File: config.mk
export PLATFORM = sky130hd
export DESIGN_NAME = inv_loader_flat
export DESIGN_NICKNAME = d
export VERILOG_FILES = /design/src/logic/inv_fmt_pkg.sv /design/src/logic/inv_dim_pkg.sv /design/src/logic/inv_if.sv /design/src/logic/inv_loader.sv /design/src/flat_wrapper.sv
export SDC_FILE = /design/constraint.sdc
export NUM_CORES = 1
export LEC_CHECK = 0
export BUFFER_PORTS_ARGS = -buffer_cell sky130_fd_sc_hd__buf_2
export CORE_UTILIZATION = 31
export DETAILED_ROUTE_END_ITERATION = 10
export GPL_ROUTABILITY_DRIVEN = 0
export PLACE_DENSITY_LB_ADDON = 0.1
export SLEW_MARGIN = 20
export SYNTH_ARGS = -nofsm -noshare
export SYNTH_HDL_FRONTEND = slang
export SYNTH_SLANG_ARGS = --single-unit
File: constraint.sdc
create_clock -name CLK -period 2.3 [get_ports CLK]
set_input_delay 0.46 -clock CLK [delete_from_list [all_inputs] [get_ports CLK]]
set_output_delay 0.46 -clock CLK [all_outputs]
set_load 0.01 [all_outputs]
File: src/logic/inv_fmt_pkg.sv
// Signed Q15.16 element format for the matrix inverse datapath
// Products and quotients truncate. There is no rounding or saturation
// Results that overflow DATA_W wrap silently

package inv_fmt_pkg;

  // Element width and binary point
  localparam int DATA_W = 32;
  localparam int FRAC_W = 16;

  typedef logic signed [DATA_W-1:0] elem_t;

  // Dividend of every reciprocal, one in Q.2F
  localparam logic [2*FRAC_W:0] RECIP_NUM = {1'b1, {(2*FRAC_W){1'b0}}};

  // Full product, arithmetic shift back to Q.F, then keep the low word
  function automatic elem_t fx_mul(input elem_t a, input elem_t b);
    logic signed [2*DATA_W-1:0] prod;
    prod = a * b;
    return elem_t'(prod >>> FRAC_W);
  endfunction

endpackage

File: src/logic/inv_dim_pkg.sv
// Matrix shape for the inverse engine
// Only order 4 is supported. The index types are sized for it

package inv_dim_pkg;

  // Matrix order and element count
  localparam int MAT_N = 4;
  localparam int ELEMS = MAT_N * MAT_N;

  // Columns of [A | I]
  localparam int AUG_W = 2 * MAT_N;

  typedef logic [1:0] row_t;
  // Augmented column, bit 2 selects the inverse half
  typedef logic [2:0] col_t;
  typedef logic [3:0] cnt_t;

endpackage

File: src/logic/inv_if.sv
// Internal buses of the matrix inverse block
// All strobes are single-cycle and have no back-pressure

// Element writes and run start, loader to engine
interface inv_load_if;
  logic                 wr_en;
  inv_dim_pkg::row_t    wr_row;
  inv_dim_pkg::col_t    wr_col;
  inv_fmt_pkg::elem_t   wr_data;
  logic                 go;
  modport loader (output wr_en, wr_row, wr_col, wr_data, go);
  modport engine (input  wr_en, wr_row, wr_col, wr_data, go);
endinterface


File: src/logic/inv_loader.sv
// Input side of the inverse block, elements arrive in row-major order
// Strobes while busy is high are dropped without notice
// busy stays high until the readout or the error report is finished

module inv_loader (
  input  logic                CLK,
  input  logic                RST,
  input  logic                in_valid,
  input  inv_fmt_pkg::elem_t  in_data,
  input  logic                load_release,
  output logic                busy,
  inv_load_if.loader          load
);

  import inv_dim_pkg::*;

  // Element number within the matrix
  cnt_t cnt;
  logic accept;
  logic last;

  assign accept = in_valid & ~busy;
  assign last   = (cnt == cnt_t'(ELEMS - 1));

  // Write straight through on the accepting edge
  assign load.wr_en   = accept;
  assign load.wr_row  = row_t'(cnt / MAT_N);
  // Left half only
  assign load.wr_col  = col_t'(cnt % MAT_N);
  assign load.wr_data = in_data;

  always_ff @(posedge CLK or posedge RST) begin
    if (RST) begin
      cnt     <= '0;
      busy    <= 1'b0;
      load.go <= 1'b0;
    end else begin
      // Start pulse follows the sixteenth write
      load.go <= accept & last;
      if (accept) begin
        // Wraps to zero after the last element
        cnt <= cnt + cnt_t'(1);
      end
      if (accept && last) begin
        busy <= 1'b1;
      end else if (load_release) begin
        busy <= 1'b0;
      end
    end
  end

endmodule

File: src/flat_wrapper.sv
// flat-port wrapper written by rule: the top's interface ports become plain ports
module inv_loader_flat import inv_dim_pkg::*;
  (CLK, RST, in_valid, in_data, load_release, busy, load_wr_en, load_wr_row, load_wr_col, load_wr_data, load_go);
  inv_load_if load_i ();
  input  logic CLK;
  input  logic RST;
  input  logic in_valid;
  input  inv_fmt_pkg::elem_t in_data;
  input  logic load_release;
  output logic busy;
  output wire logic [$bits(load_i.wr_en)-1:0] load_wr_en;
  output wire logic [$bits(load_i.wr_row)-1:0] load_wr_row;
  output wire logic [$bits(load_i.wr_col)-1:0] load_wr_col;
  output wire logic [$bits(load_i.wr_data)-1:0] load_wr_data;
  output wire logic [$bits(load_i.go)-1:0] load_go;
  assign load_wr_en = load_i.wr_en;
  assign load_wr_row = load_i.wr_row;
  assign load_wr_col = load_i.wr_col;
  assign load_wr_data = load_i.wr_data;
  assign load_go = load_i.go;
  inv_loader u_core (.CLK(CLK), .RST(RST), .in_valid(in_valid), .in_data(in_data), .load_release(load_release), .busy(busy), .load(load_i));
endmodule
==> run summary <==
Status: finished, final reports clean
Required @ worst endpoint: 1.84 ns
Layout Skew: 0.00396 ns
Root Driver: clkbuf_4
CTS resizes: 0
Mapped Nets: 91
Clock power share: 21.2%
Die Y: 42.5 um
# DRC: 0
Port bufs: 10
DP Area: 332 um^2
Clock sinks: 6
Max-slew violation count: 0
Finish-stage setup viols: 0
CP Class: reg -> out
H-tree levels: 1
Reg2reg end: u_core.cnt[1]
Antenna cells: 0
Flop pwr share: 43.0%
Pin count of the biggest net entering global routing: 7
Worst-case reg-to-reg path depth: 2
DRT Pass-1 Iters: 2
Grt total ovfl: 0
CP Launch Type: register
RSZ-0062 raised after global routing: false
Vias in the first global route: 206
Clk slew on worst S/H paths: 0.05 ns
Switch Pwr: 166 uW
Critical Path Start: u_core.busy
Filler Cell Count: 170
Internal power: 298 uW
Worst skew pair latency: 0.25 ns
Fmax: 675 MHz
CP arrival: 1.02 ns
Post-detail-place hpwl: 489 um
Clock buffer depth: 2
P_leak: 0.190 nW
Cell area after layout: 354 um^2
Hold Crit Class: in -> async
Die X: 42.5 um
Synth Area per Inst: 9.43 um^2
Total power: 464 uW
Via count: 228
Final ANT Viol Nets: 0
#FFs+latches synth: 6
Routed Wire Length: 637 um
R2R Setup Slk: 1.21 ns
Power per Cell Area: 1310 nW/um^2
Post-CTS setup buffers: 0
Yosys cell types: 14
Clock tree from TritonCTS: done
Post-Syn Area: 509 um^2
Hold Buf Count CTS: 0
Proportion of layout cells with a drive suffix above 1: 44.1%
Die ar.: 1810 um^2
Crit-path max FO: 5
Hold Fails Final Rpt: 0
First-pass GRT wire length: 945 um
Drt initial violations: 2
Setup ws final: 0.818 ns
Via density: 4.56
Final Cycle Share: 64.4%
Worst reg2reg startpoint: u_core.cnt[0]
Synthesized instance count: 54
Worst Setup End Kind: output port
GRT Overall Usage: 7.85%
Ys Warns: 0
Initial Util: 33.4%
Boundary pin count: 76
Gate power share: 35.8%
Rows: 14
TNS Setup: 0 ns
DP Worst Slack: 0.949 ns
Initial antenna violation count: 0
Core area: 1520 um^2
DR WL/cell: 12.7 um
Fin nets: 73
Peak VDD IR: 472 uV
Min Tclk post-route: 1.48 ns
Area Overhead vs Synth: -30.5%
CTS Buf Count: 3
Max_cap viols: 0
Sw Ratio: 35.8%
Register area share after synthesis: 29.5%
[Yosys cell counts (all sizes together)]
library cell,n,share of area [%]
dfrtp,6,29
ha,1,2.5
mux2i,1,2.0
conb,1,0.74
nor3,1,0.98
mux2,1,2.9
inv,1,0.74
xnor2,1,1.7
xor2,2,3.4
nand4,1,1.2
nor2b,1,2.7
nand2,3,2.2
buf,33,49
nor2,1,0.74
[worst max path at each step]
stage                     slack [ns]          to  cells past startpoint
after floorplan                 1.18  load_wr_en                      1
after global placement          0.94  load_wr_en                      3
after detailed placement        0.95  load_wr_en                      3
after CTS                       0.79  load_wr_en                      2
after global routing            0.75  load_wr_en                      2
final                           0.82  load_wr_en                      2
[routing by layer]
layer	global-route usage, %	part of all wire (%)	wire length [um]	vias to the layer above
met4	11.3	1.6	10	0
met3	6.03	17	110	6
li1	-	-	-	94
met2	8.62	42	267	22
met5	0	0	0	-
met1	7.49	39	248	106
[per-stage QoR]
step | hold WS, ns | util, % | cells
2_1_floorplan | 0.251 | - | 54
3_3_place_gp | 0.390 | 21.8 | 47
3_5_place_dp | 0.390 | 21.8 | 47
4_1_cts | 0.120 | 23.2 | 50
5_1_grt | 0.136 | 23.2 | 50
6_report | 0.119 | 23.2 | 50
[kinds of logic after synthesis]
logic type    after synthesis  share of synthesized area, %
buf+inv                    34                          49.4
simple gates                7                          7.86
flops                       6                          29.5
xor+xnor                    3                          5.16
mux                         2                          4.91
fa+ha+maj                   1                          2.46
other cells                 1                         0.736
[cell usage in the layout, fill, tap and decap left out]
| master | instances |
|---|---|
| dfrtp_1 | 6 |
| nor2b_4 | 1 |
| mux2_4 | 1 |
| nand4_1 | 1 |
| mux2i_1 | 1 |
| nand2_1 | 3 |
| xor2_1 | 2 |
| clkbuf_4 | 3 |
| xnor2_1 | 1 |
| conb_1 | 1 |
| inv_1 | 1 |
| buf_2 | 10 |
| ha_1 | 1 |
| nor2_1 | 1 |
| nor3_1 | 1 |
[worst max-delay path: stages, from the launching register on]
cell and delay (ns):
dfrtp_1 0.44, nor2b_4 0.19, buf_2 0.15
[layout make-up]
type                            count  area (um^2)  area share (%)
Timing Repair Buffer               10         50.0            14.1
Tap cell                           16         20.0            5.65
Sequential cell                     6          150            42.4
Multi-Input combinational cell     14          108            30.4
Clock buffer                        3         22.5            6.36
Inverter                            1         3.75            1.06
[flip-flops by register name, indices dropped and copies added (netlist names)]
| signal | flops |
|---|---|
| u_core.busy | 1 |
| u_core.load.go | 1 |
| u_core.cnt | 4 |
[power by group through the flow]
| stage | Clock (mW) | Combinational [mW] | Sequential (mW) |
|---|---|---|---|
| 5_1_grt | 0.112 | 0.182 | 0.207 |
| 3_5_place_dp | 0 | 0.169 | 0.201 |
| 3_3_place_gp | 0 | 0.167 | 0.197 |
| 2_1_floorplan | 0 | 0.144 | 0.214 |
| 6_report | 0.0985 | 0.166 | 0.200 |
| 4_1_cts | 0.105 | 0.169 | 0.200 |
Note: power is estimated with default switching activity, not from simulation.
