==> src/logic/inv_fmt_pkg.sv <==
// Signed Q15.16 element format for the matrix inverse datapath
// Products and quotients truncate. There is no rounding or saturation
// Results that overflow DATA_W wrap silently

package inv_fmt_pkg;

  // Element width and binary point
  localparam int DATA_W = 32;
  localparam int FRAC_W = 16;

  typedef logic signed [DATA_W-1:0] elem_t;

  // Dividend of every reciprocal, one in Q.2F
  localparam logic [2*FRAC_W:0] RECIP_NUM = {1'b1, {(2*FRAC_W){1'b0}}};

  // Full product, arithmetic shift back to Q.F, then keep the low word
  function automatic elem_t fx_mul(input elem_t a, input elem_t b);
    logic signed [2*DATA_W-1:0] prod;
    prod = a * b;
    return elem_t'(prod >>> FRAC_W);
  endfunction

endpackage

==> src/logic/inv_if.sv <==


// Reciprocal request, quotient holds until the next start
interface inv_div_if;
  logic                 start;
  inv_fmt_pkg::elem_t   divisor;
  logic                 done;
  inv_fmt_pkg::elem_t   quotient;
  modport engine  (output start, divisor, input  done, quotient);
  modport divider (input  start, divisor, output done, quotient);
endinterface


==> src/logic/inv_recip_div.sv <==
// Reciprocal of a Q.16 pivot by restoring division of magnitudes
// Fixed 34 cycles from start to done. A zero divisor is never requested
// Quotient truncates toward zero, then wraps to DATA_W

module inv_recip_div (
  input  logic         CLK,
  input  logic         RST,
  inv_div_if.divider   div
);

  import inv_fmt_pkg::*;

  //////////////////////////////////////////////////////////////////////
  // Division state
  //////////////////////////////////////////////////////////////////////

  logic [2*FRAC_W:0]  num;      // dividend bits, MSB shifts out first
  logic [DATA_W-1:0]  rem;
  logic [DATA_W-1:0]  dvs;      // divisor magnitude
  logic [2*FRAC_W:0]  quo;
  logic               neg;
  logic [5:0]         step;
  logic               running;
  logic               last_step;

  // Step operands, from the port on the start cycle
  logic [2*FRAC_W:0]  cur_num;
  logic [DATA_W-1:0]  cur_rem;
  logic [DATA_W-1:0]  cur_dvs;
  logic [DATA_W-1:0]  abs_in;
  logic [DATA_W:0]    trial;
  logic               fits;

  assign abs_in    = div.divisor[DATA_W-1] ? -div.divisor : div.divisor;
  assign cur_num   = div.start ? RECIP_NUM : num;
  assign cur_rem   = div.start ? '0 : rem;
  assign cur_dvs   = div.start ? abs_in : dvs;
  assign trial     = {cur_rem, cur_num[2*FRAC_W]};
  assign fits      = (trial >= {1'b0, cur_dvs});
  // 33 quotient bits done, sign step next
  assign last_step = (step == 6'(2*FRAC_W + 1));

  always_ff @(posedge CLK or posedge RST) begin
    if (RST) begin
      running  <= 1'b0;
      step     <= '0;
      div.done <= 1'b0;
    end else begin
      div.done <= 1'b0;
      if (div.start) begin
        running <= 1'b1;
        step    <= 6'd1;
      end else if (running) begin
        if (last_step) begin
          running  <= 1'b0;
          div.done <= 1'b1;
        end else begin
          step <= step + 6'd1;
        end
      end
    end
  end

  // First step runs on the start edge itself
  always_ff @(posedge CLK) begin
    if (div.start || (running && !last_step)) begin
      num <= cur_num << 1;
      rem <= fits ? DATA_W'(trial - {1'b0, cur_dvs}) : DATA_W'(trial);
      // Old bits are all shifted out after 33 steps
      quo <= {quo[2*FRAC_W-1:0], fits};
      dvs <= cur_dvs;
    end
    if (div.start) begin
      neg <= div.divisor[DATA_W-1];
    end
    // Sign step
    if (running && last_step) begin
      div.quotient <= neg ? elem_t'(-quo[DATA_W-1:0]) : elem_t'(quo[DATA_W-1:0]);
    end
  end

endmodule

==> src/flat_wrapper.sv <==
// flat-port wrapper written by rule: the top's interface ports become plain ports
module inv_recip_div_flat import inv_fmt_pkg::*;
  (CLK, RST, div_start, div_divisor, div_done, div_quotient);
  inv_div_if div_i ();
  input  logic CLK;
  input  logic RST;
  input wire logic [$bits(div_i.start)-1:0] div_start;
  input wire logic [$bits(div_i.divisor)-1:0] div_divisor;
  output wire logic [$bits(div_i.done)-1:0] div_done;
  output wire logic [$bits(div_i.quotient)-1:0] div_quotient;
  assign div_i.start = div_start;
  assign div_i.divisor = div_divisor;
  assign div_done = div_i.done;
  assign div_quotient = div_i.quotient;
  inv_recip_div u_core (.CLK(CLK), .RST(RST), .div(div_i));
endmodule
==> config.mk <==
export PLATFORM = sky130hd
export DESIGN_NAME = inv_recip_div_flat
export DESIGN_NICKNAME = d
export VERILOG_FILES = /design/src/logic/inv_fmt_pkg.sv /design/src/logic/inv_if.sv /design/src/logic/inv_recip_div.sv /design/src/flat_wrapper.sv
export SDC_FILE = /design/constraint.sdc
export NUM_CORES = 1
export LEC_CHECK = 0
export BUFFER_PORTS_ARGS = -buffer_cell sky130_fd_sc_hd__buf_2
export CAP_MARGIN = 10
export CORE_AREA = 8 8 163 165
export DETAILED_ROUTE_END_ITERATION = 12
export DIE_AREA = 0 0 171 173
export PLACE_DENSITY = 0.49
export SETUP_SLACK_MARGIN = 0.15
export SLEW_MARGIN = 20
export SYNTH_ARGS = -nofsm -noshare
export SYNTH_HDL_FRONTEND = slang
export SYNTH_SLANG_ARGS = --single-unit
==> constraint.sdc <==
create_clock -name CLK -period 3.22 [get_ports CLK]
set_input_delay 0.161 -clock CLK [delete_from_list [all_inputs] [get_ports CLK]]
set_output_delay 0.161 -clock CLK [all_outputs]
set_load 0.02 [all_outputs]
==> results of run 1 <==
==> final cells by class <==
cell class / instances / area, µm²
multi-input cells: 561 / 4120
repair buffers: 271 / 2010
fillers: 2275 / 12600
well taps: 324 / 405
inverters: 41 / 166
clock inverters: 15 / 183
clock buffers: 17 / 425
flip-flops and latches: 137 / 4070
==> where the power goes <==
group	total, mW	internal, mW	switching (mW)	leakage (nW)
Clock	2.03	1.17	0.859	0.288
Sequential	2.75	2.51	0.249	1.48
Combinational	2.90	1.58	1.32	3.33
Total	7.69	5.26	2.43	5.10
==> worst min path at each step <==
stage / depth (start not counted) / end / from / slack (ps)
after floorplan: 1 / u_core.div.done / RST / -20
after global placement: 2 / u_core.step[1] / RST / 130
after detailed placement: 2 / u_core.step[1] / RST / 140
after CTS: 3 / u_core.dvs[31] / div_divisor[30] / 220
after global routing: 3 / u_core.dvs[31] / div_divisor[30] / 230
final: 3 / u_core.step[1] / RST / 230
==> kinds of logic (layout without fill, tap and decap cells) <==
kind of cell | Yosys count | count (layout) | share of synthesized area [%]
AO/OA/AOI/OAI | 193 | 193 | 15.4
XOR/XNOR | 89 | 89 | 9.42
adder cells (fa/ha/maj) | 36 | 36 | 5.53
buffers and inverters | 72 | 344 | 3.27
flip-flops | 137 | 137 | 49.2
multiplexers | 33 | 33 | 4.32
AND/OR/NAND/NOR | 210 | 210 | 12.9
==> metrics by stage <==
stage	std cells	util (%)
final	1366	47.5
after global routing	1366	47.5
after CTS	1360	46.9
after detailed placement	1314	43.3
after global placement	1314	43.3
after floorplan	770	-
==> critical path, stage by stage <==
cell      delay [ps]
buf_6             90
or4_4            520
or4_4            430
or4_4            540
or3_4            400
or3_4            360
o31ai_4          220
xor2_2           190
a21o_1           180
ha_4             220
a21o_1           170
a21oi_2          140
nand2b_4         150
a21oi_4           60
a211oi_4         210
buf_6            160
buf_12           150
mux2_2           340
==> cell usage in the layout, fill, tap and decap left out, types with 5 or more instances in the layout <==
cell type	n
mux2_4	10
nor2_1	47
inv_1	40
clkbuf_16	17
edfxtp_1	129
o21ai_2	6
a21o_1	40
nand4_1	10
or4_1	8
buf_4	183
xnor2_1	50
xor2_1	38
buf_2	64
mux2i_1	11
o41ai_1	12
inv_6	6
nand2b_1	5
ha_1	33
a21oi_1	36
nand2_1	57
o31ai_1	12
buf_12	5
o21ai_0	41
mux2_2	12
buf_6	17
nor2b_1	36
nand3_1	13
or3_1	6
a31oi_1	5
dfrtp_1	8
==> layer usage <==
| metal | vias up | global-route usage (%) | routed length (µm) |
|---|---|---|---|
| met5 | - | 0 | 0 |
| met3 | 6 | 2.21 | 599 |
| met4 | 0 | 3.84 | 100 |
| met2 | 62 | 24.4 | 10300 |
| li1 | 3345 | - | - |
| met1 | 3046 | 17.8 | 9630 |
==> sequential cells by signal (all words and copies together), names as in the netlist <==
name                 count
u_core.div.quotient     32
u_core.dvs              32
u_core.quo              32
u_core.rem              32
u_core.step              6
u_core.div.done          1
u_core.neg               1
u_core.running           1
==> what timing repair did <==
action,CTS,global route
hold buffers,1,0
gates cloned,1,0
pin swaps,11,7
endpoints found under the hold margin,8,0
gates resized for setup,43,25
endpoints found under the setup margin,33,34
buffers inserted,12,6
==> flow_summary.ini, run 1 <==
[floorplanning]
fp-row-count = 57
coreArea_mm2 = 0.0240
die_h_um = 173
die_area_mm2 = 0.0296
ios = 68
initial_utilization_pct = 34.5
die_w_um = 171

[worst_setup_path]
worstSetupStartpoint = div_divisor[9]
crit_path_end_kind = register
rr_worst_depth = 12
r2r-end = u_core.rem[4]
arrival_ps = 4700
rrSetupSlack_ps = -50
critPathLaunchType = primary input
cp.required_ps = 3390
cp_max_fo = 14
critPathKind = in -> reg
r2r-start = u_core.dvs[2]
crit_path_end = u_core.rem[4]

[logic_synthesis]
synth_ff_type = edfxtp_1
synth_top_area_share_pct = 46.8
yosysSeqAreaShare_pct = 49.2
synth.most_common_cell = edfxtp_1
synth-edff-count = 129
synth_common_cells = 129 x edfxtp_1, 59 x nand2_1, 50 x o21ai_0, 50 x xnor2_1, 47 x nor2_1
synthArstFlopShare_pct = 5.84
syn_inst = 770
yosys_warnings = 0
yosys.area.top_type = edfxtp_1
syn_nets = 841
synthTopCellsByArea = edfxtp_1 47%, ha_1 5.3%, xnor2_1 5.3%
synth.distinct_cells = 52
syn_area_per_cell_um2 = 10.7
ys_ff_latch = 137
netlist_area_mm2 = 0.00828

[sta]
setup_viol = 34
fmax_mhz = 221
slew_headroom_pct = 36.2
hold_ws_ps = 235
hold_viol_final = 0
setup_slack_ps = -1310
finalCritPeriodShare_pct = 141
grt_setup_unrepaired = true
drv_slew = 0
finClkSkew_ps = 11.8
worstMarginPinSlew_ps = 957
fin_crit_ps = 4530
fin_setup_tns_ps = -41110

[placed_design]
place.gp.congestion = 0.816
portBuffers = 67
pre_cts_slack_ps = -1880
dp_hpwl_mm = 15.7
dpl-instance-area_mm2 = 0.0104

[min_path]
worstHoldPathType = in -> async

[route]
via_count = 6459
drc = 0
wl_mm = 20.6
viasPerCell = 4.73
drtIter0Drc = 291
firstDrtPassIters = 5
wl_per_cell_um = 15.1
drtAntennaViolNets = 0

[global_route]
antenna_found_initial = 1
grt_pass1_wl_mm = 33.6
grt_pass1_vias = 6480
grt.overflow.total = 0
track_usage_pct = 14.1
grt_max_degree = 40

[status]
violations = setup timing
outcome = complete, but fails checks

[layout]
finish.instance_area_mm2 = 0.0114
diodes = 0
area_growth_pct = 37.6
nets = 1100
drive_above_1_share_pct = 34.5

[clock_tree]
cts_buffer_depth = 2
cts-root-buf = clkbuf_16
insertion_delay_ps = 420
cts_buffers = 17
clock_sinks = 137
cts_tree = done
cts.reportedPaths.clkPinSlew_ps = 70
htreeDepth = 4

[power_and_ir_drop]
p_per_area_mw_per_mm2 = 675
total_power_mw = 7.69
power_leakage_nw = 5.10
vdd_drop_max_uv = 304

[run]
maxCapViolations = 0
Note: power is estimated with default switching activity, not from simulation.
==> run 2, diff against run 1 <==
RECOVER_POWER = 100   (was default)
==> run 2 against run 1 <==
Effect of this change:
- the run still ends with setup timing left
- sequential share of layout area is 0.34 points higher
- first-iteration DRC count rose by 6.2%
- global-route usage unchanged
- cell area down 0.93%
- clock power hardly changed
- sequential power barely moved
- utilization fell by 0.44 points
- non-clock buffer count stayed put
- setup slack improved by 1.7 ps
- highest routed layer unchanged
==> flow_summary.ini, run 2 (synthesis gave the netlist of run 1 again) <==
[status]
outcome = complete, but fails checks
violations = setup timing

[placed_design]
dp_hpwl_mm = 15.7
placed_cells = 1314
place.gp.congestion = 0.816
portBuffers = 67

[layout]
multi_input_area_mm2 = 0.00412
area_growth_pct = 36.3
layout_common_cells = 170 x buf_4, 129 x edfxtp_1, 57 x nand2_1, 50 x xnor2_1
final_common_cell = buf_4
seqCellArea_mm2 = 0.00407
diodes = 0
nets = 1100
finalNonFillerCells = 1366
fillCellCount = 2299
utilization_pct = 47.1
drive_above_1_share_pct = 30.0

[sta]
setup_viol = 34
fmax_mhz = 221
fin_crit_ps = 4520
worstMarginPinSlew_ps = 1240
hold_viol_final = 0
grt_setup_unrepaired = true
setup_slack_ps = -1300
finalCritPeriodShare_pct = 141
hold_ws_ps = 231
drv_slew = 0
finClkSkew_ps = 12.3
slew_headroom_pct = 17.6

[worst_setup_path]
critPathLaunchType = primary input
arrival_ps = 4700
crit_path_end_kind = register
cp_max_fo = 14
critPathKind = in -> reg
cp.required_ps = 3390

[floorplanning]
die_h_um = 173
initial_utilization_pct = 34.5
die_w_um = 171
coreArea_mm2 = 0.0240
die_area_mm2 = 0.0296
ios = 68
fp-row-count = 57

[global_route]
grt_pass1_vias = 6480
grt.overflow.total = 0
antenna_found_initial = 1
grt_pass1_wl_mm = 33.6
track_usage_pct = 14.1
grt_max_degree = 40

[route]
via_count = 6451
wl_mm = 20.7
drc = 0
viasPerCell = 4.72
firstDrtPassIters = 4
wl_per_cell_um = 15.1
drtAntennaViolNets = 0
drtIter0Drc = 309

[power_and_ir_drop]
seq_power_share_pct = 35.8
p_comb_share_pct = 37.7
swShare_pct = 31.7
vdd_drop_max_uv = 307
p_per_area_mw_per_mm2 = 681
power_leakage_nw = 4.95
p_clk_share_pct = 26.5
internal_power_mw = 5.25
total_power_mw = 7.68
p_switching_mw = 2.43

[clock_tree]
cts.reportedPaths.clkPinSlew_ps = 70
insertion_delay_ps = 420
cts_tree = done
cts_buffers = 17
htreeDepth = 4
cts_buffer_depth = 2
cts-root-buf = clkbuf_16
clock_sinks = 137

[run]
maxCapViolations = 0

[min_path]
worstHoldPathType = in -> async
run 2: routing by layer:
layer | wire (µm) | vias up | track usage [%]
met2 | 10200 | 64 | 24.4
met1 | 9650 | 3019 | 17.8
li1 | - | 3351 | -
met3 | 572 | 17 | 2.21
met5 | 0 | - | 0
met4 | 216 | 0 | 3.84
run 2: per-stage QoR:
stage	setup TNS, ps	worst slack (ps)	instance area, µm²
after CTS	-41720	-1350	11200
after global placement	-60660	-1900	10400
after floorplan	-51560	-1660	8310
final	-41090	-1300	11300
after detailed placement	-59770	-1880	10400
after global routing	-58010	-1440	11300
run 2: worst max-delay path, cell delays in order:
cell,delay [ps]
buf_6,90
or4_4,520
or4_4,430
or4_4,540
or3_4,400
or3_4,360
o31ai_4,220
xor2_2,190
a21o_1,180
ha_4,220
a21o_1,170
a21oi_2,140
nand2b_4,150
a21oi_4,60
a211oi_4,210
buf_6,160
buf_12,150
mux2_2,340
run 2: path summary, 6_finish.rpt:
| check | start | end | slack, ps | depth (start not counted) |
|---|---|---|---|---|
| worst max-delay path | div_divisor[9] | u_core.rem[4] | -1300 | 18 |
| worst min-delay path | RST | u_core.step[1] | 230 | 3 |
| worst max register to register | u_core.dvs[2] | u_core.rem[4] | -100 | 12 |
| worst min register to register | u_core.quo[1] | u_core.quo[2] | 480 | 0 |
| max in group asynchronous | RST | u_core.running | 2750 | 3 |
| min in group CLK | div_divisor[30] | u_core.dvs[31] | 240 | 3 |
run 2: layout make-up:
| cell class | count | area share, % |
|---|---|---|
| well taps | 324 | 3.59 |
| clock buffers | 17 | 3.77 |
| flip-flops and latches | 137 | 36.1 |
| inverters | 41 | 1.48 |
| repair buffers | 271 | 16.9 |
| clock inverters | 15 | 1.62 |
| multi-input cells | 561 | 36.5 |
run 2: power by group through the flow:
| stage | Clock (mW) | Combinational [mW] | Sequential, mW |
|---|---|---|---|
| 6_report | 2.03 | 2.90 | 2.75 |
| 2_1_floorplan | 0 | 1.61 | 2.70 |
| 3_3_place_gp | 0 | 2.52 | 2.79 |
| 3_5_place_dp | 0 | 2.54 | 2.79 |
| 5_1_grt | 2.15 | 3.18 | 2.81 |
| 4_1_cts | 2.08 | 2.78 | 2.76 |
run 2: what timing repair did:
| action | CTS | global route |
|---|---|---|
| pin swaps | 11 | 7 |
| setup endpoints to repair | 33 | 34 |
| hold buffers | 1 | 0 |
| buffers inserted | 12 | 6 |
| resized for setup | 43 | 25 |
| gates cloned | 1 | 0 |
| hold endpoints to repair | 8 | 0 |
==> run 3, diff against run 2 <==
CORE_AREA = 8 8 181 149   (was 8 8 163 165)
DIE_AREA = 0 0 189 157   (was 0 0 171 173)
==> run 3 against run 2 <==
Effect of this change:
- the flow finishes with violations (capacitance limit, slew limit, setup timing)
- flip-flop and latch count unchanged
- maximum frequency up 0.62%
- clock skew about the same
- critical endpoint is now u_core.rem[7]
- final cell count down 1.2%
- global-route usage up 0.62 points
- worst hold slack worse by 58 ps
==> flow_summary.ini, run 3 (synthesis gave the netlist of run 1 again) <==
[status]
outcome = complete, but fails checks
violations = capacitance limit, slew limit, setup timing

[clock_tree]
cts_buffer_depth = 2
clock_sinks = 137
cts_buffers = 17
cts_tree = done
insertion_delay_ps = 430
cts-root-buf = clkbuf_16
htreeDepth = 4
cts.reportedPaths.clkPinSlew_ps = 70

[floorplanning]
die_w_um = 189
die_h_um = 157
fp-row-count = 51
ios = 68
initial_utilization_pct = 34.6
coreArea_mm2 = 0.0239
die_area_mm2 = 0.0297

[power_and_ir_drop]
power_leakage_nw = 4.92
p_switching_mw = 2.46
p_clk_share_pct = 26.1
swShare_pct = 32.8
seq_power_share_pct = 36.6
p_per_area_mw_per_mm2 = 675
p_comb_share_pct = 37.3
vdd_drop_max_uv = 363
internal_power_mw = 5.06
total_power_mw = 7.52

[global_route]
grt_pass1_wl_mm = 34.6
busiest_layer = met2
antenna_found_initial = 0
met3_usage_pct = 3.78
use_met1_pct = 21.1
track_usage_pct = 14.7
grt.overflow.total = 0
grt_pass1_vias = 6458
grt_max_degree = 37
met2_usage_pct = 22.0

[worst_setup_path]
cp_cell_sequence = buf_6 -> or4_4 -> or4_4 -> or4_4 -> or3_4 -> or3_4 -> o31ai_4 -> xor2_1 -> a21o_1 -> ha_4 -> a21o_1 -> a21oi_2 -> nand2b_4 -> a21oi_4 -> a211oi_4 -> buf_6 -> buf_12 -> mux2_2
critPathMostFrequentCell = or4_4
arrival_ps = 4670
cp.required_ps = 3390
cp_slowest_cell = or4_4
crit_path_end_kind = register
cp_max_fo = 10
max_stage_delay_ps = 520
rrSetupSlack_ps = -100
r2r-start = u_core.rem[5]
critPathKind = in -> reg
critPathLaunchType = primary input
r2r-end = u_core.rem[7]
rr_worst_depth = 11

[route]
drc = 0
firstDrtPassIters = 5
drtIter0Drc = 370
wl_mm = 21.1
drtAntennaViolNets = 0
viasPerCell = 4.79
wl_per_cell_um = 15.6
via_count = 6459

[sta]
setup_slack_ps = -1280
worstMarginPinSlew_ps = 1570
finalCritPeriodShare_pct = 140
hold_viol_final = 0
grt_setup_unrepaired = true
hold_ws_ps = 174
fmax_mhz = 222
fin_crit_ps = 4500
finClkSkew_ps = 12.3
fin_setup_tns_ps = -39220
setup_viol = 33
slew_headroom_pct = -4.98
drv_slew = 34

[layout]
seqCellArea_mm2 = 0.00407
final_common_cell = buf_4
nets = 1089
diodes = 0
area_growth_pct = 34.7
multi_input_area_mm2 = 0.00407
layout_common_cells = 178 x buf_4, 129 x edfxtp_1, 58 x nand2_1, 50 x xnor2_1, 47 x nor2_1
fillCellCount = 2269
drive_above_1_share_pct = 29.7
utilization_pct = 46.6

[placed_design]
portBuffers = 67
pre_cts_slack_ps = -1810
dp_hpwl_mm = 16.1
place.gp.congestion = 0.866

[min_path]
min_to = u_core.step[2]
worstHoldPathCells = 3
worstHoldPathType = in -> reg
hp-start = div_start

[run]
maxCapViolations = 1
-- run 3: cell types whose count changed in the layout (fill, tap and decap cells not counted), sizes merged --
cell / previous run / this run
clkinv: 3 / 5
bufinv: 2 / 0
clkbuf: 66 / 55
inv: 48 / 49
clkinvlp: 3 / 2
-- run 3: cell type report --
class                   count  share of cell area, %
flip-flops and latches    137                   36.5
multi-input cells         561                   36.5
repair buffers            260                   16.6
clock buffers              17                   3.82
well taps                 318                   3.57
clock inverters            15                   1.58
inverters                  41                   1.38
-- run 3: through the flow --
stage	area [µm²]	instances
after detailed placement	10300	1308
final	11100	1349
after global placement	10300	1308
after CTS	11100	1346
after floorplan	8310	770
after global routing	11100	1349
-- run 3: worst max-delay path by stage --
stage	start	to	slack, ps	cells past startpoint
floorplan	div_divisor[9]	u_core.rem[10]	-1660	17
CTS	div_divisor[9]	u_core.rem[14]	-1240	18
global route	div_divisor[9]	u_core.rem[10]	-1360	18
detailed placement	div_divisor[9]	u_core.rem[16]	-1810	17
finish	div_divisor[9]	u_core.rem[7]	-1280	18
global placement	div_divisor[9]	u_core.rem[14]	-1770	17
-- run 3: repair_timing --
item                       in CTS  in global routing
hold buffers                    1                  0
setup endpoints to repair      33                 33
cloned                          1                  0
setup buffers                   4                  3
pin swaps                       5                  4
resized for setup              28                 16
hold endpoints to repair        8                  0
-- run 3: power groups by stage --
stage | clock (mW) | combinational, mW | sequential [mW]
6_report | 1.96 | 2.81 | 2.75
2_1_floorplan | 0 | 1.61 | 2.70
3_5_place_dp | 0 | 2.53 | 2.79
5_1_grt | 2.10 | 3.10 | 2.81
4_1_cts | 2.02 | 2.74 | 2.75
3_3_place_gp | 0 | 2.53 | 2.78
-- run 3: per-layer routing --
layer  vias to the layer above  part of all wire (%)
met5                         -                     0
met4                         0                  0.58
met3                         9                   3.5
met2                        92                    43
met1                      3044                    53
li1                       3314                     -
-- run 3: worst max-delay path, delay by kind of cell --
kind | cells | cell delay (ps)
AO/OA/AOI/OAI | 6 | 940
adder cells (fa/ha/maj) | 1 | 230
AND/OR/NAND/NOR | 6 | 2390
multiplexers | 1 | 340
buffers and inverters | 3 | 390
XOR/XNOR | 1 | 220
