### src/logic/inv_fmt_pkg.sv
// Signed Q15.16 element format for the matrix inverse datapath
// Products and quotients truncate. There is no rounding or saturation
// Results that overflow DATA_W wrap silently

package inv_fmt_pkg;

  // Element width and binary point
  localparam int DATA_W = 32;
  localparam int FRAC_W = 16;

  typedef logic signed [DATA_W-1:0] elem_t;

  // Dividend of every reciprocal, one in Q.2F
  localparam logic [2*FRAC_W:0] RECIP_NUM = {1'b1, {(2*FRAC_W){1'b0}}};

  // Full product, arithmetic shift back to Q.F, then keep the low word
  function automatic elem_t fx_mul(input elem_t a, input elem_t b);
    logic signed [2*DATA_W-1:0] prod;
    prod = a * b;
    return elem_t'(prod >>> FRAC_W);
  endfunction

endpackage

### src/logic/inv_dim_pkg.sv
// Matrix shape for the inverse engine
// Only order 4 is supported. The index types are sized for it

package inv_dim_pkg;

  // Matrix order and element count
  localparam int MAT_N = 4;
  localparam int ELEMS = MAT_N * MAT_N;

  // Columns of [A | I]
  localparam int AUG_W = 2 * MAT_N;

  typedef logic [1:0] row_t;
  // Augmented column, bit 2 selects the inverse half
  typedef logic [2:0] col_t;
  typedef logic [3:0] cnt_t;

endpackage

### src/logic/inv_if.sv


// Run status and combinational readout of the inverse half
interface inv_read_if;
  logic                 fin;
  logic                 err;
  inv_dim_pkg::row_t    rd_row;
  inv_dim_pkg::col_t    rd_col;
  inv_fmt_pkg::elem_t   rd_data;
  modport engine   (output fin, err, rd_data, input  rd_row, rd_col);
  modport streamer (input  fin, err, rd_data, output rd_row, rd_col);
endinterface

### src/logic/inv_streamer.sv
// Output side, sends the inverse in row-major order after fin
// Sixteen back-to-back out_valid pulses. The host cannot stall them
// On an engine error only the err strobe is sent

module inv_streamer (
  input  logic                CLK,
  input  logic                RST,
  inv_read_if.streamer        rd,
  output logic                out_valid,
  output inv_fmt_pkg::elem_t  out_data,
  output logic                out_last,
  output logic                err,
  output logic                load_release
);

  import inv_dim_pkg::*;

  // Element address, rests at zero between runs
  cnt_t addr;
  logic active;
  logic fire;
  logic at_end;

  // fin itself sends element 0
  assign fire   = rd.fin | active;
  assign at_end = (addr == cnt_t'(ELEMS - 1));

  // Row and column in the right half
  assign rd.rd_row = row_t'(addr / MAT_N);
  assign rd.rd_col = col_t'(MAT_N) + col_t'(addr % MAT_N);

  always_ff @(posedge CLK or posedge RST) begin
    if (RST) begin
      addr         <= '0;
      active       <= 1'b0;
      out_valid    <= 1'b0;
      out_last     <= 1'b0;
      err          <= 1'b0;
      load_release <= 1'b0;
    end else begin
      out_valid    <= fire;
      out_last     <= fire & at_end;
      err          <= rd.err;
      // Loader unlocks after the last element or the error
      load_release <= (fire & at_end) | rd.err;
      if (fire) begin
        addr   <= addr + cnt_t'(1);
        active <= ~at_end;
      end
    end
  end

  // Registered output data
  always_ff @(posedge CLK) begin
    if (fire) begin
      out_data <= rd.rd_data;
    end
  end

endmodule

### src/flat_wrapper.sv
// flat-port wrapper written by rule: the top's interface ports become plain ports
module inv_streamer_flat import inv_dim_pkg::*;
  (CLK, RST, out_valid, out_data, out_last, err, load_release, rd_fin, rd_err, rd_rd_data, rd_rd_row, rd_rd_col);
  inv_read_if rd_i ();
  input  logic CLK;
  input  logic RST;
  output logic out_valid;
  output inv_fmt_pkg::elem_t out_data;
  output logic out_last;
  output logic err;
  output logic load_release;
  input wire logic [$bits(rd_i.fin)-1:0] rd_fin;
  input wire logic [$bits(rd_i.err)-1:0] rd_err;
  input wire logic [$bits(rd_i.rd_data)-1:0] rd_rd_data;
  output wire logic [$bits(rd_i.rd_row)-1:0] rd_rd_row;
  output wire logic [$bits(rd_i.rd_col)-1:0] rd_rd_col;
  assign rd_i.fin = rd_fin;
  assign rd_i.err = rd_err;
  assign rd_i.rd_data = rd_rd_data;
  assign rd_rd_row = rd_i.rd_row;
  assign rd_rd_col = rd_i.rd_col;
  inv_streamer u_core (.CLK(CLK), .RST(RST), .rd(rd_i), .out_valid(out_valid), .out_data(out_data), .out_last(out_last), .err(err), .load_release(load_release));
endmodule
### config.mk
export PLATFORM = sky130hd
export DESIGN_NAME = inv_streamer_flat
export DESIGN_NICKNAME = d
export VERILOG_FILES = /design/src/logic/inv_fmt_pkg.sv /design/src/logic/inv_dim_pkg.sv /design/src/logic/inv_if.sv /design/src/logic/inv_streamer.sv /design/src/flat_wrapper.sv
export SDC_FILE = /design/constraint.sdc
export NUM_CORES = 1
export LEC_CHECK = 0
export BUFFER_PORTS_ARGS = -buffer_cell sky130_fd_sc_hd__buf_2
export CELL_PAD_IN_SITES_DETAIL_PLACEMENT = 0
export CELL_PAD_IN_SITES_GLOBAL_PLACEMENT = 1
export CORE_MARGIN = 2
export CORE_UTILIZATION = 33
export DETAILED_ROUTE_END_ITERATION = 10
export GPL_ROUTABILITY_DRIVEN = 0
export PLACE_DENSITY = 0.81
export SETUP_SLACK_MARGIN = 0.3
export SLEW_MARGIN = 5
export SYNTH_ARGS = -nofsm -noshare
export SYNTH_HDL_FRONTEND = slang
export SYNTH_SLANG_ARGS = --single-unit
### constraint.sdc
create_clock -name CLK -period 1.9 [get_ports CLK]
set_clock_uncertainty 0.1 [all_clocks]
set_input_delay 0.19 -clock CLK [delete_from_list [all_inputs] [get_ports CLK]]
set_output_delay 0.19 -clock CLK [all_outputs]
set_load 0.02 [all_outputs]
==> metrics.md, run 1 <==
| Metric | Value |
|---|---|
| Status | `finished clean` |
| Internal power contribution | `1.74 mW` |
| Critical Path Start Type | `flip-flop` |
| Final critical delay including setup and external delays | `1.29 ns` |
| Crit path capture type | `flip-flop` |
| Post-synthesis cell count | `57` |
| Global-route wire length before repair | `4240 microns` |
| Die Footprint | `4490 sq um` |
| Vias after detailed routing | `928` |
| Post-Layout Cell Count | `223` |
| Area of placed instances | `1750 sq um` |
| Setup TNS | `0 ns` |
| Area growth, synth to finish | `66.2%` |
| Leakage power total | `0.971 nW` |
| Critical Path RT | `1.82 ns` |
| Initial drt markers | `28` |
| Buffer levels on the longest clock path | `2` |
| Number of cells on the critical path | `3` |
| Cells along the critical path | `nor2_4, inv_1, buf_4` |
| Number of distinct library cell variants in the gate-level netlist after synthesis | `15` |
| Syn Area/Cell | `23.0 sq um` |
| Synthesized flop and latch total | `41` |
| Combined buffer and inverter count along the critical path | `2` |
| Number of global-route vias before repair | `927` |
| Share of cells above drive strength 1 | `0.497` |
| Routed wire length per instance | `12.9 microns` |
| Maximum clock rate | `0.778 GHz` |
| Total wirelength of the detailed-routed design | `2890 microns` |
| Via count normalized by instance count | `4.16` |
| Clk Latency, worst-skew pair | `0.28 ns` |
| Max Slew Vio Count | `0` |
| Mapped Nets | `94` |
| Gate family responsible for the most delay along the worst path | `flip-flops` |
| Path class of the lowest-slack min-delay path | `in -> reg` |
| Arrival time of the worst setup path | `1.21 ns` |
| Count of antenna-violating nets left after detailed routing | `0` |
| Cell area power density | `1160 nW/um^2` |
| Crit Path Category | `reg -> reg` |
| Clk sinks | `41` |
| Die X | `67.0 microns` |
| Comb pwr share | `0.281` |
| Clk root buf | `sky130_fd_sc_hd__clkbuf_8` |
| Final period utilization | `0.677` |
| Setup-failing EPs final | `0` |
| Leading cell types by total area after synthesis | `sky130_fd_sc_hd__edfxtp_1 73%, sky130_fd_sc_hd__dfrtp_1 17%, sky130_fd_sc_hd__xnor2_1 2.0%` |
| Initial Util | `0.350` |
| Share of the synthesized area in the top cell type | `0.734` |
| RSZ-0062 raised after global routing | `no` |
| Switching power of the nets | `781 uW` |
| Share of total power consumed by net switching | `0.310` |
| DRT Pass-1 Iters | `4` |
| Standard-cell row count | `22` |
| Clock tree from TritonCTS | `done` |
| Hold Vio Cnt, Final | `0` |
| Die height | `67.0 microns` |
| Worst reg-to-reg path cell count | `3` |
| Number of port buffers | `75` |
| DP HPWL | `1870 microns` |
| Maximum number of pins on one net before global-route repair | `21` |
| Area of the mapped netlist | `1310 sq um` |
| Worst Path Max Fanout | `20` |
| Total CTS buffers | `5` |
| Clock slew at reported path FFs | `0.07 ns` |
| Max IR drop VDD | `0.761 mV` |
| Total gr overflow | `0` |
| Ys Warns | `0` |
| Max-capacitance violation count | `0` |
| Critical Path Max Stage Delay | `0.42 ns` |
| # IOs | `77` |
| Sequential area share after synthesis | `0.906` |
| Worst hold path depth | `3` |
| Part of the power in registers | `0.511` |
| Slowest stage cell, crit path | `sky130_fd_sc_hd__dfrtp_1` |
| Cell count after placement | `181` |
| Number of antenna violations at the first check in global routing | `0` |
| Number of nets in the layout | `211` |
| Final cell area excluding filler cells | `2170 sq um` |
| Ant diodes | `0` |
| Core outline area | `3740 sq um` |
| Total Routing Usage GR | `0.134` |
| Clock share of power | `0.208` |
| DRC viols | `0` |
| H-tree depth reported by CTS | `2` |
| Yosys top cell by area | `sky130_fd_sc_hd__edfxtp_1` |
==> worst min-delay path: stages <==
cell and delay [ns]:
sky130_fd_sc_hd__buf_2 0.12, sky130_fd_sc_hd__nor2_4 0.06, sky130_fd_sc_hd__xnor2_1 0.11
==> Yosys cell counts <==
library cell	number
sky130_fd_sc_hd__edfxtp_1	32
sky130_fd_sc_hd__xnor2_1	3
sky130_fd_sc_hd__nor2_4	1
sky130_fd_sc_hd__o2111ai_1	1
sky130_fd_sc_hd__o21ai_0	1
sky130_fd_sc_hd__mux2_4	1
sky130_fd_sc_hd__and2b_2	1
sky130_fd_sc_hd__o21bai_1	1
sky130_fd_sc_hd__dfrtp_1	9
sky130_fd_sc_hd__inv_1	2
sky130_fd_sc_hd__ha_1	1
sky130_fd_sc_hd__conb_1	1
sky130_fd_sc_hd__buf_4	1
sky130_fd_sc_hd__nand3_1	1
sky130_fd_sc_hd__nor2_1	1
==> through the flow <==
| stage | hold slack, ns | power [mW] | worst slack [ns] | utilization |
|---|---|---|---|---|
| floorplan | -0.0821 | 1.71 | 0.312 | - |
| global placement | 0.0508 | 1.94 | 0.669 | 0.468 |
| detailed placement | 0.0675 | 1.97 | 0.633 | 0.468 |
| CTS | 0.136 | 2.54 | 0.614 | 0.581 |
| global route | 0.155 | 2.65 | 0.564 | 0.581 |
| finish | 0.143 | 2.52 | 0.615 | 0.581 |
==> path summary, 6_finish.rpt <==
kind / start / endpoint / slack [ns]
setup reg to reg: u_core.active / u_core.out_data[29] / 0.61
setup / recovery: u_core.active / u_core.out_data[29] / 0.61
max in group asynchronous: RST / u_core.addr[2] / 1.14
hold / removal: rd_fin / u_core.addr[0] / 0.14
min in group asynchronous: RST / u_core.out_last / 0.31
hold reg to reg: u_core.addr[3] / u_core.addr[3] / 0.42
==> cells by family after synthesis <==
group                      synth area share
other                               0.00287
adders and majority gates           0.00956
and+or+nand+nor                      0.0220
DFF                                   0.906
xor gates and xnor gates             0.0201
AOI/OAI and AO/OA                    0.0163
muxes                                0.0115
buffers and inverters                0.0115
==> cells in the final DEF, fill, tap and decap left out <==
cell / Yosys / routed
sky130_fd_sc_hd__clkbuf_8: 0 / 5
sky130_fd_sc_hd__nor2_4: 1 / 1
sky130_fd_sc_hd__nor2_1: 1 / 1
sky130_fd_sc_hd__edfxtp_1: 32 / 32
sky130_fd_sc_hd__o21bai_1: 1 / 1
sky130_fd_sc_hd__inv_1: 2 / 2
sky130_fd_sc_hd__clkinv_2: 0 / 2
sky130_fd_sc_hd__o21ai_0: 1 / 1
sky130_fd_sc_hd__mux2_4: 1 / 1
sky130_fd_sc_hd__buf_2: 0 / 75
sky130_fd_sc_hd__xnor2_1: 3 / 3
sky130_fd_sc_hd__buf_4: 1 / 2
sky130_fd_sc_hd__conb_1: 1 / 1
sky130_fd_sc_hd__nand3_1: 1 / 1
sky130_fd_sc_hd__o2111ai_1: 1 / 1
sky130_fd_sc_hd__dfrtp_1: 9 / 9
sky130_fd_sc_hd__and2b_2: 1 / 1
sky130_fd_sc_hd__dlygate4sd3_1: 0 / 34
sky130_fd_sc_hd__clkbuf_1: 0 / 1
sky130_fd_sc_hd__ha_1: 1 / 1
==> registers in the layout (all words and copies together) (netlist names) <==
register and count:
u_core.out_data 32, u_core.addr 4, u_core.active 1, u_core.err 1, u_core.load_release 1, u_core.out_last 1, u_core.out_valid 1
==> area by class of cell <==
cell class / instances / area (sq um)
Tap cell: 48 / 60.1
Fill cell: 333 / 1570
Inverter: 2 / 7.51
Sequential cell: 41 / 1190
Clock inverter: 2 / 10.0
Timing Repair Buffer: 111 / 731
Clock buffer: 6 / 72.6
Multi-Input combinational cell: 13 / 108
==> what timing repair did <==
item / 4_1_cts / 5_1_grt
endpoints found under the hold margin: 42 / 0
hold buffers: 34 / 0
resized for setup: 0 / 0
buffers inserted: 0 / 0
setup endpoints to repair: 0 / 0
==> metal layers <==
layer  vias up  track usage  share of wire
met2        52        0.224           0.51
met1       434        0.155           0.38
met4         0       0.0459         0.0066
met5         -            0              0
met3         2       0.0557          0.098
li1        440            -              -
==> power groups by stage <==
stage               clock network, mW  logic, mW  registers [mW]
finish                          0.523      0.708            1.29
CTS                             0.541      0.716            1.29
global route                    0.582      0.762            1.30
global placement                    0      0.650            1.29
floorplan                           0      0.183            1.53
detailed placement                  0      0.662            1.30
(Power assumes the default switching activity.)
==> run 2, diff against run 1 <==
==> constraint.sdc (replaced) <==
create_clock -name CLK -period 1.3 [get_ports CLK]
set_clock_uncertainty 0.1 [all_clocks]
set_input_delay 0.13 -clock CLK [delete_from_list [all_inputs] [get_ports CLK]]
set_output_delay 0.13 -clock CLK [all_outputs]
set_load 0.02 [all_outputs]
==> run 2 against run 1 <==
Compared with the run above:
- flip-flop and latch count is the same
- clock-buffer cell count shrank 1
- sequential share of layout area shrank 8.2 points
- fmax grew 4.5%
- cell count grew 4.9%
- core utilization grew 11 points
- clock power grew 120%
- die area is the same
- sequential power grew 50%
- largest power group unchanged
==> metrics.md, run 2 (synthesis results as in run 1) <==
| Metric | Value |
|---|---|
| Hold Vio Cnt, Final | `0 (unchanged)` |
| Register name with the most flops | `u_core.out_data (unchanged)` |
| Commonest non-fill, non-tap cells in the layout | `48 x sky130_fd_sc_hd__buf_2, 34 x sky130_fd_sc_hd__dlygate4sd3_1, 32 x sky130_fd_sc_hd__edfxtp_1 (was 75 x sky130_fd_sc_hd__buf_2, 34 x sky130_fd_sc_hd__dlygate4sd3_1, 32 x sky130_fd_sc_hd__edfxtp_1)` |
| Number of nets in the layout | `222 (was 211)` |
| Total CTS buffers | `5 (unchanged)` |
| Crit path capture type | `flip-flop (unchanged)` |
| Total wirelength of the detailed-routed design | `3130 microns (was 2890 microns)` |
| Share of total power consumed by net switching | `0.284 (was 0.310)` |
| Initial drt markers | `29 (was 28)` |
| Via count normalized by instance count | `4.18 (was 4.16)` |
| Share of cells above drive strength 1 | `0.586 (was 0.497)` |
| Clk root buf | `sky130_fd_sc_hd__clkbuf_8 (unchanged)` |
| Core outline area | `3740 sq um (unchanged)` |
| Part of the power in registers | `0.403 (was 0.511)` |
| Ant diodes | `0 (unchanged)` |
| Max IR drop VDD | `1.77 mV (was 0.761 mV)` |
| Clock tree from TritonCTS | `done (unchanged)` |
| Flip-flop and latch area | `1190 sq um (about the same)` |
| Area growth, synth to finish | `96.3% (was 66.2%)` |
| Setup-failing EPs final | `0 (unchanged)` |
| Worst reg-to-reg path cell count | `3 (unchanged)` |
| Max-capacitance violation count | `0 (unchanged)` |
| Initial Util | `0.350 (unchanged)` |
| Final critical delay including setup and external delays | `1.23 ns (was 1.29 ns)` |
| Fill cells | `282 (was 333)` |
| Clock slew at reported path FFs | `0.07 ns (about the same)` |
| Clk Latency, worst-skew pair | `0.28 ns (about the same)` |
| Vias after detailed routing | `979 (was 928)` |
| Routed wire length per instance | `13.4 microns (was 12.9 microns)` |
| DRT Pass-1 Iters | `3 (was 4)` |
| Worst hold path depth | `3 (unchanged)` |
| Total Routing Usage GR | `0.138 (was 0.134)` |
| Crit Path Category | `reg -> reg (unchanged)` |
| Count of antenna-violating nets left after detailed routing | `0 (unchanged)` |
| Final hold slack | `0.130 ns (was 0.143 ns)` |
| Internal power contribution | `3.43 mW (was 1.74 mW)` |
| Die height | `67.0 microns (unchanged)` |
| Path class of the lowest-slack min-delay path | `in -> reg (unchanged)` |
| Max Slew Vio Count | `0 (unchanged)` |
| Die X | `67.0 microns (unchanged)` |
| Standard-cell row count | `22 (unchanged)` |
| Die Footprint | `4490 sq um (unchanged)` |
| H-tree depth reported by CTS | `2 (unchanged)` |
| Most frequent standard cell in the layout excluding fill and tap cells | `sky130_fd_sc_hd__buf_2 (unchanged)` |
| Critical Path RT | `1.24 ns (was 1.82 ns)` |
| Comb pwr share | `0.356 (was 0.281)` |
| Total gr overflow | `0 (unchanged)` |
| Critical Path Start Type | `flip-flop (unchanged)` |
| Clock share of power | `0.241 (was 0.208)` |
| Cell area power density | `1860 nW/um^2 (was 1160 nW/um^2)` |
| Number of antenna violations at the first check in global routing | `0 (unchanged)` |
| Switching power of the nets | `1.36 mW (was 781 uW)` |
| Leakage power total | `1.12 nW (was 0.971 nW)` |
| Worst Path Max Fanout | `33 (was 20)` |
| DRC viols | `0 (unchanged)` |
| Maximum clock rate | `0.813 GHz (was 0.778 GHz)` |
| Global-route wire length before repair | `4330 microns (was 4240 microns)` |
| Buffer levels on the longest clock path | `2 (unchanged)` |
| Clk sinks | `41 (unchanged)` |
| Status | `finished clean (unchanged)` |
| Number of global-route vias before repair | `991 (was 927)` |
| Maximum number of pins on one net before global-route repair | `34 (was 21)` |
| # IOs | `77 (unchanged)` |
| Number of flip-flops under the largest register name | `32 (unchanged)` |
| Cell count after placement | `181 (unchanged)` |
| Arrival time of the worst setup path | `1.17 ns (was 1.21 ns)` |
| Number of port buffers | `75 (unchanged)` |
| DP HPWL | `1920 microns (was 1870 microns)` |
| RSZ-0062 raised after global routing | `yes (was no)` |
| Largest registers | `u_core.out_data x32, u_core.addr x4 (unchanged)` |
| Final period utilization | `0.946 (was 0.677)` |
| Post-Layout Cell Count | `234 (was 223)` |
| Total area of multi-input combinational cells | `164 sq um (was 108 sq um)` |
run 2: cell types whose count changed in the layout (fill, tap and decap cells not counted), sizes merged:
| cell | before | now |
|---|---|---|
| clkinvlp | 0 | 1 |
| buf | 77 | 88 |
| clkinv | 2 | 1 |
| clkbuf | 6 | 5 |
| bufinv | 0 | 2 |
| inv | 2 | 1 |
run 2: worst paths after layout:
check	slack (ns)	end	from
worst max-delay path	0.07	u_core.out_data[30]	u_core.active
worst min-delay path	0.13	u_core.addr[2]	rd_fin
worst max register to register	0.07	u_core.out_data[30]	u_core.active
worst min register to register	0.53	u_core.addr[2]	u_core.addr[2]
max in group asynchronous	0.57	u_core.addr[2]	RST
min in group asynchronous	0.25	u_core.err	RST
run 2: area by class of cell:
| type | instances | area share |
|---|---|---|
| Multi-Input combinational cell | 13 | 0.0638 |
| Timing Repair Buffer | 122 | 0.393 |
| Sequential cell | 41 | 0.463 |
| Tap cell | 48 | 0.0234 |
| Clock inverter | 3 | 0.0253 |
| Clock buffer | 5 | 0.0268 |
| Inverter | 2 | 0.00438 |
run 2: what timing repair did:
action | CTS | global route
endpoints found under the hold margin | 43 | 0
gates resized for setup | 25 | 40
buffers inserted | 7 | 4
setup endpoints to repair | 77 | 80
hold buffers | 34 | 0
pin swaps | 1 | 6
run 2: metal layers:
metal  part of all wire  global-route usage
met1               0.35               0.137
met2               0.54               0.254
met3              0.086              0.0557
met4              0.027              0.0536
met5                  0                   0
run 2: through the flow:
step	setup slack, ns	util	cell area [sq um]	total power, mW	TNS, ns
floorplan	-0.237	-	1330	2.55	-7.74
global placement	0.106	0.478	1790	2.91	0
detailed placement	0.0619	0.478	1790	2.96	0
CTS	0.0564	0.640	2400	4.52	0
global route	0.0355	0.686	2570	5.00	0
finish	0.0696	0.686	2570	4.79	0
run 2: worst max-delay path, stage by stage (launching register included):
cell and delay, ns:
sky130_fd_sc_hd__dfrtp_1 0.42, sky130_fd_sc_hd__nor2_4 0.15, sky130_fd_sc_hd__clkinvlp_4 0.12, sky130_fd_sc_hd__buf_12 0.18
run 2: power by group through the flow:
| stage | Sequential, mW | Clock [mW] | Combinational, mW |
|---|---|---|---|
| 2_1_floorplan | 2.26 | 0 | 0.292 |
| 3_5_place_dp | 1.93 | 0 | 1.03 |
| 5_1_grt | 1.95 | 1.24 | 1.82 |
| 4_1_cts | 1.90 | 1.19 | 1.43 |
| 3_3_place_gp | 1.91 | 0 | 0.996 |
| 6_report | 1.93 | 1.15 | 1.70 |
==> run 3, diff against run 2 <==
--- a/config.mk
+++ b/config.mk
@@ -7,12 +7,12 @@
 export LEC_CHECK = 0
 export BUFFER_PORTS_ARGS = -buffer_cell sky130_fd_sc_hd__buf_2
 export CELL_PAD_IN_SITES_DETAIL_PLACEMENT = 0
-export CELL_PAD_IN_SITES_GLOBAL_PLACEMENT = 1
+export CELL_PAD_IN_SITES_GLOBAL_PLACEMENT = 2
 export CORE_MARGIN = 2
-export CORE_UTILIZATION = 33
+export CORE_UTILIZATION = 27
 export DETAILED_ROUTE_END_ITERATION = 10
 export GPL_ROUTABILITY_DRIVEN = 0
-export PLACE_DENSITY = 0.81
+export PLACE_DENSITY = 0.8
 export SETUP_SLACK_MARGIN = 0.3
 export SLEW_MARGIN = 5
 export SYNTH_ARGS = -nofsm -noshare
==> run 3 against run 2 <==
Compared with the run above:
- first-iteration DRC count is 110% higher
- combinational power is 5% lower
- critical path type unchanged
- core utilization is 15 points lower
- power is 8.8% lower
- critical endpoint is now u_core.out_data[9]
- fmax is 0.56% higher
- flip-flop and latch count stayed put
- critical path depth stayed put
- die area is 21% higher
- sequential power hardly changed
- worst hold slack worse by 0.030 ns
==> metrics.md, run 3 (synthesis results as in run 1) <==
| Metric | Value |
|---|---|
| Clk root buf | `sky130_fd_sc_hd__clkbuf_8 (unchanged)` |
| Max Slew Vio Count | `0 (unchanged)` |
| Gate family responsible for the most delay along the worst path | `flip-flops (unchanged)` |
| Core outline area | `4690 sq um (was 3740 sq um)` |
| Reg-to-Reg Start | `u_core.active (unchanged)` |
| Routed wire length per instance | `15.5 microns (was 13.4 microns)` |
| Buffer levels on the longest clock path | `2 (unchanged)` |
| H-tree depth reported by CTS | `2 (unchanged)` |
| Number of port buffers | `75 (unchanged)` |
| Via count normalized by instance count | `4.12 (was 4.18)` |
| Die height | `73.6 microns (was 67.0 microns)` |
| Clk Latency, worst-skew pair | `0.29 ns (was 0.28 ns)` |
| Switching power of the nets | `1.38 mW (was 1.36 mW)` |
| Endpoint of the most critical register-to-register path | `u_core.out_data[9] (was u_core.out_data[30])` |
| Number of flip-flops under the largest register name | `32 (unchanged)` |
| Total CTS buffers | `5 (unchanged)` |
| Slowest stage cell, crit path | `sky130_fd_sc_hd__dfrtp_1 (unchanged)` |
| Share of cells above drive strength 1 | `0.561 (was 0.586)` |
| Critical Path Max Stage Delay | `0.41 ns (was 0.42 ns)` |
| Maximum number of pins on one net before global-route repair | `34 (unchanged)` |
| DP HPWL | `2000 microns (was 1920 microns)` |
| Crit path capture type | `flip-flop (unchanged)` |
| Maximum clock rate | `0.817 GHz (was 0.813 GHz)` |
| Count of antenna-violating nets left after detailed routing | `0 (unchanged)` |
| Hold path start | `rd_fin (unchanged)` |
| Clk sinks | `41 (unchanged)` |
| Register name with the most flops | `u_core.out_data (unchanged)` |
| Most frequent standard cell in the layout excluding fill and tap cells | `sky130_fd_sc_hd__buf_2 (unchanged)` |
| Die Footprint | `5420 sq um (was 4490 sq um)` |
| Fill cells | `377 (was 282)` |
| Number of global-route vias before repair | `906 (was 991)` |
| Critical Path Start Type | `flip-flop (unchanged)` |
| Crit Path Category | `reg -> reg (unchanged)` |
| Clock tree from TritonCTS | `done (unchanged)` |
| Arrival time of the worst setup path | `1.16 ns (was 1.17 ns)` |
| Worst reg-to-reg path cell count | `3 (unchanged)` |
| Standard-cell row count | `25 (was 22)` |
| Total wirelength of the detailed-routed design | `3630 microns (was 3130 microns)` |
| Number of antenna violations at the first check in global routing | `0 (unchanged)` |
| Total gr overflow | `0 (unchanged)` |
| Share of total power consumed by net switching | `0.316 (was 0.284)` |
| Final core utilization | `0.536 (was 0.686)` |
| Worst hold path depth | `3 (unchanged)` |
| Path class of the lowest-slack min-delay path | `in -> reg (unchanged)` |
| RSZ-0062 raised after global routing | `yes (unchanged)` |
| Cell area power density | `1730 nW/um^2 (was 1860 nW/um^2)` |
| DRC viols | `0 (unchanged)` |
| Final period utilization | `0.941 (was 0.946)` |
| Global-route wire length before repair | `4310 microns (was 4330 microns)` |
| DRT Pass-1 Iters | `3 (unchanged)` |
| Vias after detailed routing | `964 (was 979)` |
| Critical Path RT | `1.24 ns (about the same)` |
| Clock slew at reported path FFs | `0.08 ns (was 0.07 ns)` |
| Worst Path Max Fanout | `33 (unchanged)` |
| Internal power contribution | `2.98 mW (was 3.43 mW)` |
| Largest registers | `u_core.out_data x32, u_core.addr x4 (unchanged)` |
| Hold Vio Cnt, Final | `0 (unchanged)` |
| Setup slack, reg-to-reg | `0.08 ns (was 0.07 ns)` |
| Max-capacitance violation count | `0 (unchanged)` |
| Number of nets in the layout | `216 (was 222)` |
| Combined buffer and inverter count along the critical path | `2 (unchanged)` |
| Status | `finished clean (unchanged)` |
| Part of the power in registers | `0.444 (was 0.403)` |
| Die X | `73.6 microns (was 67.0 microns)` |
| Setup-failing EPs final | `0 (unchanged)` |
| Final cell area excluding filler cells | `2510 sq um (was 2570 sq um)` |
| Leakage power total | `1.08 nW (was 1.12 nW)` |
| Initial Util | `0.279 (was 0.350)` |
| Total Routing Usage GR | `0.114 (was 0.138)` |
| Endpoint of the worst hold-timing path | `u_core.out_last (was u_core.addr[2])` |
| Area growth, synth to finish | `92.2% (was 96.3%)` |
| Final critical delay including setup and external delays | `1.22 ns (was 1.23 ns)` |
| Ant diodes | `0 (unchanged)` |
| # IOs | `77 (unchanged)` |
| Initial drt markers | `62 (was 29)` |
| Clock share of power | `0.186 (was 0.241)` |
| Max IR drop VDD | `1.12 mV (was 1.77 mV)` |
| Comb pwr share | `0.370 (was 0.356)` |
| Commonest non-fill, non-tap cells in the layout | `39 x sky130_fd_sc_hd__buf_2, 36 x sky130_fd_sc_hd__buf_6, 34 x sky130_fd_sc_hd__dlygate4sd3_1 (was 48 x sky130_fd_sc_hd__buf_2, 34 x sky130_fd_sc_hd__dlygate4sd3_1, 32 x sky130_fd_sc_hd__edfxtp_1)` |
| Area of placed instances | `1800 sq um (was 1790 sq um)` |
| Cells along the critical path | `nor2_4, clkinvlp_4, buf_12 (unchanged)` |
-- run 3: per-layer routing --
metal | track usage | up-vias | routed length, microns
met1 | 0.117 | 446 | 1420
met3 | 0.0549 | 5 | 401
li1 | - | 449 | -
met4 | 0.0545 | 0 | 60
met5 | 0 | - | 0
met2 | 0.194 | 64 | 1750
-- run 3: power by group through the flow --
stage | sequential (mW) | combinational, mW | clock [mW]
floorplan | 2.26 | 0.292 | 0
finish | 1.94 | 1.61 | 0.813
CTS | 1.89 | 1.36 | 0.826
detailed placement | 1.93 | 1.03 | 0
global route | 1.97 | 1.73 | 0.893
global placement | 1.92 | 1.02 | 0
-- run 3: final cells by class --
| type | count | area (sq um) | share of cell area |
|---|---|---|---|
| Clock buffer | 5 | 68.8 | 0.0274 |
| Clock inverter | 3 | 17.5 | 0.00697 |
| Inverter | 2 | 11.3 | 0.00448 |
| Multi-Input combinational cell | 13 | 154 | 0.0612 |
| Sequential cell | 41 | 1190 | 0.473 |
| Tap cell | 54 | 67.6 | 0.0269 |
| Timing Repair Buffer | 116 | 1010 | 0.400 |
-- run 3: how the worst max path moves through the flow --
stage,cells after the start,end,start,slack (ns)
after detailed placement,3,u_core.addr[1],u_core.active,0.08
final,3,u_core.out_data[9],u_core.active,0.08
after floorplan,2,u_core.out_data[0],u_core.active,-0.24
after global routing,3,u_core.out_data[9],u_core.active,0.02
after global placement,3,u_core.out_data[21],u_core.active,0.10
after CTS,3,u_core.addr[1],u_core.active,0.08
-- run 3: what timing repair did --
action	CTS	global route
hold buffers	34	0
pin swaps	0	4
setup buffers	4	1
resized for setup	22	55
setup endpoints to repair	77	79
endpoints found under the hold margin	43	0
-- run 3: tightest hold or removal path: stages --
cell and delay [ns]:
sky130_fd_sc_hd__buf_2 0.15, sky130_fd_sc_hd__nor2_4 0.07, sky130_fd_sc_hd__nor2_1 0.09
-- run 3: metrics by stage --
step           hold WS (ns)  std cells  worst slack (ns)  TNS [ns]  power (mW)
4_1_cts              0.0435        233            0.0752         0        4.08
6_report              0.100        234            0.0764         0        4.36
2_1_floorplan        -0.142         57            -0.237     -7.74        2.55
5_1_grt               0.113        234            0.0192         0        4.59
3_5_place_dp         0.0132        187            0.0784         0        2.96
3_3_place_gp        0.00996        187             0.101         0        2.93
